`src/include/cnn_params.svh`:
```
`ifndef CNN_PARAMS_SVH
`define CNN_PARAMS_SVH

// datapath
`define CNN_DWIDTH    16
`define CNN_FRAC      8
`define CNN_KSIZE     3
`define CNN_NCORE     2

// memories and counts
`define CNN_IMG_AW    9
`define CNN_NET_AW    5
`define CNN_NET_WORDS 10
`define CNN_LWIDTH    4

// AXI4-Lite register map
`define CNN_REG_CTRL       12'h000
`define CNN_REG_STATUS     12'h004
`define CNN_REG_IMG_SIZE   12'h008
`define CNN_REG_TOTAL_OUT  12'h00C
`define CNN_REG_IN_OFFSET  12'h010
`define CNN_REG_OUT_OFFSET 12'h014
`define CNN_NET_BASE       12'h400
`define CNN_IMG_BASE       12'h800

`endif
```
`src/hdl/cnn_ctrl_pkg.sv`:
```
`include "cnn_params.svh"

package cnn_ctrl_pkg;

  typedef enum logic [1:0] {
    PH_WAIT    = 2'd0,
    PH_NETWORK = 2'd1,
    PH_INPUT   = 2'd2,
    PH_OUTPUT  = 2'd3
  } phase_t;

  // control bus, one word per cycle
  typedef struct packed {
    logic                   start;
    logic                   valid;
    logic                   stop;
    logic [3:0]             kidx;
    logic                   load;
    logic [`CNN_IMG_AW-1:0] out_addr;
  } ctrl_bus_t;

  typedef struct packed {
    logic [`CNN_LWIDTH-1:0] img_size;
    logic [`CNN_LWIDTH-1:0] total_out;
    logic [`CNN_IMG_AW-1:0] in_offset;
    logic [`CNN_IMG_AW-1:0] out_offset;
  } layer_cfg_t;

endpackage

```
`src/hdl/cnn_layer_ctrl.sv`:
```
`timescale 1ns/1ps
`include "cnn_params.svh"

module cnn_layer_ctrl (
  input  logic                     clk,
  input  logic                     xrst,
  input  logic                     start,
  input  cnn_ctrl_pkg::layer_cfg_t cfg,
  input  logic                     idle,
  output logic                     done,
  output logic [`CNN_IMG_AW-1:0]   img_raddr,
  output logic [`CNN_NET_AW-1:0]   net_raddr,
  output cnn_ctrl_pkg::ctrl_bus_t  ctrl
);
  import cnn_ctrl_pkg::*;

  localparam int IAW = `CNN_IMG_AW;
  localparam int NAW = `CNN_NET_AW;
  localparam int LW  = `CNN_LWIDTH;
  localparam int K   = `CNN_KSIZE;

  phase_t         phase;
  layer_cfg_t     cfg_r;
  ctrl_bus_t      bus_next;
  logic           done_r;
  logic [LW-1:0]  pass;
  logic [LW-1:0]  kx;
  logic [LW-1:0]  ky;
  logic [LW-1:0]  ox;
  logic [LW-1:0]  oy;
  logic [1:0]     out_wait;
  logic [3:0]     kidx;
  logic [IAW-1:0] osz;
  logic [IAW-1:0] ch_base;
  logic           last_word;
  logic           last_win;
  logic           last_pass;

  assign osz       = IAW'(cfg_r.img_size) - IAW'(K - 1);
  assign kidx      = 4'(ky * K + kx);
  assign ch_base   = IAW'(`CNN_NCORE * pass) * osz * osz;
  assign last_word = phase == PH_NETWORK ? kidx == `CNN_NET_WORDS - 1 : kidx == K * K - 1;
  assign last_win  = ox == osz - 1 && oy == osz - 1;
  assign last_pass = (pass + 1) * `CNN_NCORE >= cfg_r.total_out;
  assign done      = done_r && !start;

  // addresses are issued now, the bus follows one cycle later
  assign net_raddr = NAW'(pass * `CNN_NET_WORDS + kidx);
  assign img_raddr = cfg_r.in_offset + (oy + ky) * cfg_r.img_size + ox + kx;

  always_ff @(posedge clk)
    if (phase == PH_WAIT && start)
      cfg_r <= cfg;

//============================================================
// phase machine
//============================================================

  always_ff @(posedge clk) begin
    if (!xrst) begin
      phase    <= PH_WAIT;
      done_r   <= 1'b1;
      pass     <= '0;
      kx       <= '0;
      ky       <= '0;
      ox       <= '0;
      oy       <= '0;
      out_wait <= '0;
    end else begin
      case (phase)
        PH_WAIT:
          if (start) begin
            phase  <= PH_NETWORK;
            done_r <= 1'b0;
            pass   <= '0;
          end
        PH_NETWORK:
          // weights then bias, ky reaches 3 on the bias word
          if (last_word) begin
            ky    <= '0;
            phase <= PH_INPUT;
          end else if (kx == K - 1) begin
            kx <= '0;
            ky <= ky + 1'b1;
          end else begin
            kx <= kx + 1'b1;
          end
        PH_INPUT: begin
          if (kx == K - 1) begin
            kx <= '0;
            ky <= (ky == K - 1) ? '0 : ky + 1'b1;
          end else begin
            kx <= kx + 1'b1;
          end
          if (last_word) begin
            ox <= (ox == osz - 1) ? '0 : ox + 1'b1;
            if (ox == osz - 1)
              oy <= oy + 1'b1;
            if (last_win) begin
              oy       <= '0;
              out_wait <= '0;
              phase    <= PH_OUTPUT;
            end
          end
        end
        PH_OUTPUT:
          // serializer is still busy right after the last stop
          if (out_wait != 2'd3) begin
            out_wait <= out_wait + 1'b1;
          end else if (idle) begin
            if (last_pass) begin
              phase  <= PH_WAIT;
              done_r <= 1'b1;
            end else begin
              pass  <= pass + 1'b1;
              phase <= PH_NETWORK;
            end
          end
      endcase
    end
  end

//============================================================
// control bus
//============================================================

  always_comb begin
    bus_next          = '0;
    bus_next.kidx     = kidx;
    bus_next.out_addr = cfg_r.out_offset + ch_base + oy * osz + ox;
    bus_next.load     = phase == PH_NETWORK;
    bus_next.valid    = phase == PH_NETWORK || phase == PH_INPUT;
    bus_next.start    = bus_next.valid && kidx == 0;
    bus_next.stop     = bus_next.valid && last_word;
  end

  always_ff @(posedge clk)
    if (!xrst)
      ctrl <= '0;
    else
      ctrl <= bus_next;

endmodule

```
`config.mk`:
```
export PLATFORM = sky130hd
export DESIGN_NAME = cnn_layer_ctrl
export DESIGN_NICKNAME = d
export VERILOG_FILES = /design/src/hdl/cnn_ctrl_pkg.sv /design/src/hdl/cnn_layer_ctrl.sv
export VERILOG_INCLUDE_DIRS = /design/src /design/src/include
export SDC_FILE = /design/constraint.sdc
export NUM_CORES = 1
export LEC_CHECK = 0
export ABC_AREA = 1
export BUFFER_PORTS_ARGS = -buffer_cell sky130_fd_sc_hd__buf_2
export CORE_MARGIN = 2
export CORE_UTILIZATION = 40
export DETAILED_ROUTE_END_ITERATION = 16
export SETUP_SLACK_MARGIN = 0.02
export SLEW_MARGIN = 20
export SYNTH_ARGS = -nofsm -noshare
export SYNTH_HDL_FRONTEND = slang
export SYNTH_SLANG_ARGS = --single-unit
```
`constraint.sdc`:
```
create_clock -name clk -period 16.7 [get_ports clk]
set_input_delay 3.34 -clock clk [delete_from_list [all_inputs] [get_ports clk]]
set_output_delay 3.34 -clock clk [all_outputs]
set_load 0.03 [all_outputs]
```
==> qor.txt, run 1 <==
crit-path max cell delay: 0.55 ns
drt pass-1 iters: 5
max-slew violation count: 0
largest family of logic cells by synthesized area: adder cells
slowest CP cell: fa_1
first-pass GRT wire length: 26200 um
XOR/XNOR Fraction of Synth Area: 4.59%
Syn. warnings: 0
PD cells: 115 mW/mm^2
multi-input gate area in the final layout: 0.00469 mm^2
worst slack, placed: 8.31 ns
number of antenna cells inserted: 0
metal2 WL: 7360 um
Crit path top cell by count: fa_1
CTS tree: yes
P_leak: 4.32 nW
clock latency at the later pin of the worst-skew pair: 0.35 ns
worst-margin pin slew: 0.576 ns
Fmax achieved: 0.116 GHz
Crit Path Max Fanout: 7
via/cell ratio: 4.62
CTS Hold Bufs: 0
vias: 5415
Top Layer Used: met4
DRT Wirelength: 15500 um
setup TNS: 0 ns
Worst setup SP type: flop
crit-path cells: ha_1, fa_1, xor2_1, nand2_1, fa_1, fa_1, fa_1, inv_1, fa_1, ha_1, a21oi_1, nand2_1, a21oi_1, o21bai_1, nand2_1, nand2_1, a21oi_1, xor2_1, buf_2
Final period util: 51.8%
Compound-Gate Fraction of Synth Area: 5.48%
Die Wd: 138 um
VDD IR max: 0.111 mV
syn nets: 1071
status: finished clean
number of core rows: 49
Final Hold Vio Count: 0
worst path arrival time: 5.31 ns
met3 routed WL: 688 um
vias in the first global route: 5493
synth top area cells: fa_1, ha_1, dfxtp_1
ys flop type: dfxtp_1
Ports: 62
WP data required: 13.36 ns
worst clock skew: 0.00903 ns
H-tree depth: 3
Final GP Congestion: 0.820
PortBufs: 61
Initial Util: 40.5%
Area growth, synth to finish: 11.7%
Critical Path End Type: output pin
CP Class: reg -> out
cell family with most CP delay: adder cells
clock slew at reported path FFs: 0.05 ns
die area: 0.0191 mm^2
RSZ-0062 raised after global routing: no
min-delay worst type: reg -> reg
post-synth top area cell: fa_1
proportion of layout cells with a drive suffix above 1: 12.3%
Synth Area in Simple Gates: 19.6%
wl on met1: 7150 um
sequential cell area: 0.00162 mm^2
# placed instances: 1157
max-cap violation count: 0
detailed-route wire length per cell: 13.2 um
CTS resizes: 0
Root Driver: clkbuf_16
fillers: 1772
GR Util All Layers: 17.2%
mux cell area share after synthesis: 0%
DR DRC count: 0
Post-CTS Setup Repair Bufs: 0
final worst slack: 8.05 ns
total gr overflow: 0
Cell variety after synth: 46
Adder-Cell Fraction of Synth Area: 35.5%
maximum clock path buffer count: 2
register area share after synthesis: 22.5%
Relative slew margins: 61.6%
Non-Filler Instances: 1173
Detail Placement HPWL: 12500 um
area of the core: 0.0178 mm^2
antenna violations before repair: 0
largest net degree at the start of global routing: 26
area share of the largest cell type after synthesis: 19.2%
Synth async-reset ratio: 0%
Die Y: 138 um
Final min period: 8.65 ns
Synth Register Bits: 68
Nets: 1132
Post-synth EDFFs: 26
worst path buffer plus inverter count: 2
setup violators final: 0
Inserted Clock Buffers: 9
number of DRC markers in iteration 0: 226
Synth Cell Area: 0.00720 mm^2
syn_area_per_cell: 8.20 um^2
antenna-violating nets left: 0
clock sinks: 68
Cells after Synth: 878
[power breakdown]
part	internal [mW]	switching (mW)	total [mW]
Combinational	0.158	0.326	0.484
Clock	0.123	0.0791	0.202
Sequential	0.213	0.0246	0.237
[worst reg2reg max path: cells and delay by family, from the launching register on]
family,cells,cell delay (ns)
adder cells (fa/ha/maj),12,5.45
AND/OR/NAND/NOR,14,1.32
buffers and inverters,10,0.78
flip-flops,1,0.51
XOR/XNOR,1,0.24
[area by class of cell]
class                      count  share of cell area [%]
clock buffer                  14                    3.69
timing repair buffer          64                    4.08
sequential                    68                    20.2
inverter                     211                    9.92
clock inverter                 2                   0.171
multi-input combinational    585                    58.4
tap                          229                    3.57
[routing by layer]
layer  track usage [%]  vias to the layer above
met5                 0                        -
met4              4.94                        0
met3              3.33                       18
met2              28.6                       90
met1              22.9                     2500
li1                  -                     2807
[metrics by stage]
step	hold WS [ns]	power [mW]	util, %	area (um^2)
floorplan	0.446	0.614	-	7200
global placement	0.464	0.725	43.4	7720
global route	0.513	1.01	45.2	8030
CTS	0.480	0.936	45.2	8030
detailed placement	0.466	0.728	43.4	7720
finish	0.478	0.924	45.2	8030
[sequential cells by signal, indices dropped and copies added, names as in the netlist]
register  flops
phase         2
ox            4
kx            4
pass          4
oy            4
done_r        1
cfg_r        26
out_wait      2
ky            4
ctrl         17
[cell usage after synthesis (2+ instances only)]
cell        n
buf_6       3
inv_2       5
a211oi_1    4
edfxtp_1   26
nand2_2     8
clkbuf_1    5
o22ai_1     2
o21ai_1     3
ha_1       94
nand3_2     3
nand3_1    40
nor2_1     80
nor3_1      7
o21ai_0    16
a31oi_1     3
o211ai_1    3
xor2_1     24
nor2_2      3
inv_1     203
nand2_4     4
nand4_1     3
nor3b_2     2
fa_1       69
dfxtp_1    42
buf_2       3
nand2_1   156
nor2_4      5
inv_4       2
a21oi_1    32
xnor2_1    10
buf_4       2
o21bai_1    2
[kinds of logic after synthesis]
kind of cell / count (synthesis)
simple gates: 317
compound gates: 69
flops: 68
xor+xnor: 36
buf+inv: 225
fa+ha+maj: 163
[placed cells by master, fill, tap and decap left out, types with 16 or more instances in the layout]
cell | Yosys | routed
inv_1 | 203 | 203
edfxtp_1 | 26 | 26
nor2_1 | 80 | 80
dfxtp_1 | 42 | 42
nand3_1 | 40 | 40
a21oi_1 | 32 | 32
ha_1 | 94 | 94
o21ai_0 | 16 | 16
fa_1 | 69 | 69
buf_2 | 3 | 61
nand2_1 | 156 | 156
xor2_1 | 24 | 24
[final timing paths]
kind                                          start                   to  slack (ns)  depth (start not counted)
worst max-delay path             ky[0]$_SDFFE_PN0P_         img_raddr[8]        8.05                         19
worst min register to register  done_r$_SDFFE_PN1P_  done_r$_SDFFE_PN1P_        0.48                          2
worst min-delay path            done_r$_SDFFE_PN1P_  done_r$_SDFFE_PN1P_        0.48                          2
worst max register to register  cfg_r[24]$_DFFE_PP_   ctrl[8]$_SDFF_PN0_        8.30                         37
No activity file was read; power rests on OpenSTA's default activity.
==> run 2, diff against run 1 <==
==> constraint.sdc (replaced) <==
create_clock -name clk -period 8.12 [get_ports clk]
set_input_delay 1.624 -clock clk [delete_from_list [all_inputs] [get_ports clk]]
set_output_delay 1.624 -clock clk [all_outputs]
set_load 0.03 [all_outputs]
==> qor.txt, run 2 (same netlist as run 1, synthesis figures left out) <==
via/cell ratio: 4.61 (was 4.62)
max-cap violation count: 0 (unchanged)
Largest register FFs: 26 (unchanged)
Post-DP Area: 0.00776 mm^2 (was 0.00772 mm^2)
number of DRC markers in iteration 0: 212 (was 226)
Detail Placement HPWL: 12600 um (was 12500 um)
number of antenna cells inserted: 0 (unchanged)
Root Driver: clkbuf_16 (unchanged)
Worst setup SP type: flop (unchanged)
fillers: 1729 (was 1772)
CTS tree: yes (unchanged)
worst path arrival time: 7.84 ns (was 5.31 ns)
Relative slew margins: 60.9% (was 61.6%)
min-delay worst type: reg -> reg (unchanged)
clock slew at reported path FFs: 0.06 ns (was 0.05 ns)
total gr overflow: 0 (unchanged)
maximum clock path buffer count: 2 (unchanged)
Critical Path End Type: flop (was output pin)
Final Hold Vio Count: 0 (unchanged)
Final period util: 93.6%
power after layout: 1.91 mW (was 0.924 mW)
setup TNS: 0 ns (unchanged)
post-route cell area: 0.00811 mm^2 (was 0.00803 mm^2)
number of core rows: 49 (unchanged)
detailed-route wire length per cell: 13.2 um (about the same)
most common cell after layout, fill and taps aside: inv_1 (unchanged)
crit-path max cell delay: 0.59 ns (was 0.55 ns)
worst path buffer plus inverter count: 9 (was 2)
DRT Wirelength: 15600 um (was 15500 um)
setup violators final: 0 (unchanged)
hold_ws: 0.489 ns (was 0.478 ns)
Die Y: 138 um (unchanged)
Fmax achieved: 0.132 GHz
Final min period: 7.60 ns
drt pass-1 iters: 5 (unchanged)
Die Wd: 138 um (unchanged)
final worst slack: 0.518 ns (was 8.05 ns)
PortBufs: 61 (unchanged)
most frequent cells in the layout: inv_1, nand2_1, ha_1, nor2_1, fa_1 (unchanged)
clock latency at the later pin of the worst-skew pair: 0.34 ns (was 0.35 ns)
Initial Util: 40.5% (unchanged)
proportion of layout cells with a drive suffix above 1: 13.2% (was 12.3%)
RSZ-0062 raised after global routing: no (unchanged)
Crit Path Max Fanout: 6 (was 7)
Inserted Clock Buffers: 9 (unchanged)
WP data required: 8.36 ns (was 13.36 ns)
clock sinks: 68 (unchanged)
P_leak: 4.35 nW (was 4.32 nW)
die area: 0.0191 mm^2 (unchanged)
Nets: 1140 (was 1132)
Largest regs: cfg_r (26), ctrl (17) (unchanged)
GR Util All Layers: 17.3% (was 17.2%)
first-pass GRT wire length: 26400 um (was 26200 um)
worst slack, placed: 0.332 ns (was 8.31 ns)
Ports: 62 (unchanged)
area of the core: 0.0178 mm^2 (unchanged)
status: finished clean (unchanged)
worst-margin pin slew: 0.587 ns (was 0.576 ns)
vias in the first global route: 5388 (was 5493)
multi-input gate area in the final layout: 0.00470 mm^2 (was 0.00469 mm^2)
sequential cell area: 0.00162 mm^2 (unchanged)
slowest CP cell: fa_1 (unchanged)
CP Class: reg -> reg (was reg -> out)
H-tree depth: 3 (unchanged)
antenna violations before repair: 0 (unchanged)
Final GP Congestion: 0.838 (was 0.820)
PD cells: 235 mW/mm^2 (was 115 mW/mm^2)
cell family with most CP delay: adder cells (unchanged)
vias: 5447 (was 5415)
Area growth, synth to finish: 12.7% (was 11.7%)
VDD IR max: 0.355 mV (was 0.111 mV)
Reg with most FFs: cfg_r (unchanged)
worst clock skew: 0.00854 ns (was 0.00903 ns)
max-slew violation count: 0 (unchanged)
DR DRC count: 0 (unchanged)
antenna-violating nets left: 0 (unchanged)
largest net degree at the start of global routing: 26 (unchanged)
==> run 2: area by class of cell <==
class	instances	share of cell area (%)
Clock buffer	15	3.83
Clock inverter	1	0.108
Inverter	211	9.83
Multi-Input combinational cell	585	57.9
Sequential cell	68	20.0
Tap cell	229	3.53
Timing Repair Buffer	72	4.78
==> run 2: timing repair <==
item	in CTS	in global routing
gates resized for setup	0	2
hold buffers	0	0
endpoints found under the setup margin	0	1
buffers inserted	0	3
==> run 2: report_power, final <==
part | internal [mW] | total, mW | switching [mW]
clock | 0.262 | 0.419 | 0.157
combinational | 0.334 | 1.00 | 0.667
sequential | 0.437 | 0.488 | 0.0508
==> run 2: worst paths after layout <==
path,cells past startpoint,from,to,slack [ns]
setup / recovery,35,cfg_r[24]$_DFFE_PP_,ctrl[8]$_SDFF_PN0_,0.52
hold / removal,2,done_r$_SDFFE_PN1P_,done_r$_SDFFE_PN1P_,0.49
setup reg to reg,35,cfg_r[24]$_DFFE_PP_,ctrl[8]$_SDFF_PN0_,0.52
hold reg to reg,2,done_r$_SDFFE_PN1P_,done_r$_SDFFE_PN1P_,0.49
==> run 2: per-layer routing <==
layer / track usage, % / routed length [um]
met4: 5.42 / 227
met3: 2.81 / 666
met5: 0 / 0
met2: 28.9 / 7380
met1: 23.1 / 7300
==> run 2: metrics by stage <==
step / instances / util (%)
after floorplan: 878 / -
after global placement: 1162 / 43.7
after detailed placement: 1162 / 43.7
after CTS: 1178 / 45.4
after global routing: 1181 / 45.6
final: 1181 / 45.6
==> run 2: worst reg2reg max path, delay by kind of cell, from the launching register on <==
family | cells | cell delay (ns)
fa+ha+maj | 13 | 5.45
buf+inv | 9 | 0.54
flops | 1 | 0.43
simple gates | 13 | 1.06
==> run 3, diff against run 2 <==
--- a/config.mk
+++ b/config.mk
@@ -11,6 +11,7 @@
 export CORE_MARGIN = 2
 export CORE_UTILIZATION = 40
 export DETAILED_ROUTE_END_ITERATION = 16
+export GPL_TIMING_DRIVEN = 0
 export SETUP_SLACK_MARGIN = 0.02
 export SLEW_MARGIN = 20
 export SYNTH_ARGS = -nofsm -noshare
==> qor.txt, run 3 (same netlist as run 1, synthesis figures left out) <==
clock sinks: 68 (unchanged)
antenna violations before repair: 0 (unchanged)
DRT Wirelength: 15100 um (was 15600 um)
CTS tree: yes (unchanged)
total gr overflow: 0 (unchanged)
largest net degree at the start of global routing: 27 (was 26)
antenna-violating nets left: 0 (unchanged)
final worst slack: 0.447 ns (was 0.518 ns)
proportion of layout cells with a drive suffix above 1: 15.5% (was 13.2%)
maximum clock path buffer count: 2 (unchanged)
Crit path top cell by count: nand2_1
PortBufs: 60 (was 61)
slowest CP cell: fa_2 (was fa_1)
number of antenna cells inserted: 0 (unchanged)
status: finished clean (unchanged)
most common cell after layout, fill and taps aside: inv_1 (unchanged)
Critical Path End Type: flop (unchanged)
worst slack, placed: -0.707 ns (was 0.332 ns)
Final GP Congestion: 0.838 (about the same)
Crit Path Max Fanout: 10 (was 6)
WP data required: 8.36 ns (about the same)
first-pass GRT wire length: 25900 um (was 26400 um)
RSZ-0062 raised after global routing: no (unchanged)
Final period util: 94.5% (was 93.6%)
worst path arrival time: 7.92 ns (was 7.84 ns)
Inserted Clock Buffers: 9 (unchanged)
multi-input gate area in the final layout: 0.00483 mm^2 (was 0.00470 mm^2)
max-slew violation count: 0 (unchanged)
Area growth, synth to finish: 15.3% (was 12.7%)
Initial Util: 40.5% (unchanged)
setup violators final: 0 (unchanged)
drt pass-1 iters: 4 (was 5)
GR Util All Layers: 16.7% (was 17.3%)
Largest regs: cfg_r (26), ctrl (17) (unchanged)
Detail Placement HPWL: 12300 um (was 12600 um)
detailed-route wire length per cell: 12.7 um (was 13.2 um)
worst-margin pin slew: 0.662 ns (was 0.587 ns)
Nets: 1151 (was 1140)
max-cap violation count: 0 (unchanged)
die area: 0.0191 mm^2 (unchanged)
CP Class: reg -> reg (unchanged)
clock latency at the later pin of the worst-skew pair: 0.35 ns (was 0.34 ns)
Fmax achieved: 0.130 GHz (was 0.132 GHz)
PD cells: 233 mW/mm^2 (was 235 mW/mm^2)
final core utilization: 46.7% (was 45.6%)
area of the core: 0.0178 mm^2 (unchanged)
worst clock skew: 0.00833 ns (was 0.00854 ns)
crit-path max cell delay: 0.57 ns (was 0.59 ns)
Die Wd: 138 um (unchanged)
vias: 5509 (was 5447)
Reg with most FFs: cfg_r (unchanged)
Die Y: 138 um (unchanged)
sequential cell area: 0.00162 mm^2 (unchanged)
Root Driver: clkbuf_16 (unchanged)
Ports: 62 (unchanged)
Final Hold Vio Count: 0 (unchanged)
DR DRC count: 0 (unchanged)
P_leak: 4.42 nW (was 4.35 nW)
most frequent cells in the layout: inv_1, nand2_1, ha_1, nor2_1, fa_1 (unchanged)
clock slew at reported path FFs: 0.06 ns (about the same)
Final min period: 7.67 ns (was 7.60 ns)
fillers: 1761 (was 1729)
H-tree depth: 3 (unchanged)
vias in the first global route: 5435 (was 5388)
min-delay worst type: reg -> reg (unchanged)
number of DRC markers in iteration 0: 253 (was 212)
Largest register FFs: 26 (unchanged)
number of core rows: 49 (unchanged)
VDD IR max: 0.368 mV (was 0.355 mV)
Worst setup SP type: flop (unchanged)
Relative slew margins: 55.8% (was 60.9%)
via/cell ratio: 4.62 (was 4.61)
run 3: changes by cell type in the layout (fill, tap and decap cells not counted), moves of 3 or more:
cell and delta:
nand2_4 +3, buf_6 +3, inv_1 -3, ha_1 -3
ha_4 +4
run 3: per-stage QoR:
step	TNS [ns]	power [mW]	std cells	hold slack (ns)	area [um^2]
2_1_floorplan	0	1.26	878	0.446	7200
6_report	0	1.93	1192	0.492	8300
4_1_cts	0	1.92	1183	0.495	8130
3_5_place_dp	-0.830	1.49	1167	0.482	7780
3_3_place_gp	-0.684	1.49	1167	0.478	7780
5_1_grt	0	2.11	1192	0.531	8300
run 3: final timing paths:
check | startpoint | endpoint | slack (ns) | cells past startpoint
min | out_wait[1]$_SDFFE_PN0P_ | out_wait[1]$_SDFFE_PN0P_ | 0.49 | 2
min reg2reg | out_wait[1]$_SDFFE_PN0P_ | out_wait[1]$_SDFFE_PN0P_ | 0.49 | 2
max reg2reg | cfg_r[23]$_DFFE_PP_ | ctrl[8]$_SDFF_PN0_ | 0.45 | 38
max | cfg_r[23]$_DFFE_PP_ | ctrl[8]$_SDFF_PN0_ | 0.45 | 38
run 3: critical path, delay by kind of cell (launching register included):
family / cells / cell delay [ns]
buf+inv: 11 / 0.78
flops: 1 / 0.41
simple gates: 15 / 1.25
fa+ha+maj: 12 / 5.09
run 3: area by class of cell:
| cell class | instances | area share, % |
|---|---|---|
| multi-input cells | 586 | 58.2 |
| inverters | 211 | 9.73 |
| repair buffers | 69 | 4.43 |
| flip-flops and latches | 68 | 19.5 |
| clock buffers | 10 | 2.76 |
| plain buffers | 13 | 1.15 |
| well taps | 229 | 3.45 |
| clock inverters | 6 | 0.754 |
run 3: power by group:
part / switching, mW / internal, mW / total (mW) / leakage (nW)
Clock: 0.157 / 0.238 / 0.395 / 0.143
Combinational: 0.690 / 0.364 / 1.05 / 3.68
Sequential: 0.0471 / 0.438 / 0.485 / 0.592
run 3: timing repair:
item / CTS / global route
pin swaps: 0 / 6
resized for setup: 13 / 18
setup endpoints to repair: 3 / 1
buffers inserted: 1 / 8
cloned: 0 / 1
hold buffers: 0 / 0
run 3: routing by layer:
metal / vias to the layer above / track usage (%) / part of all wire [%]
li1: 2864 / - / -
met1: 2556 / 23.0 / 48
met2: 76 / 27.3 / 47
met3: 13 / 2.53 / 3.3
met4: 0 / 4.78 / 1.4
met5: - / 0 / 0
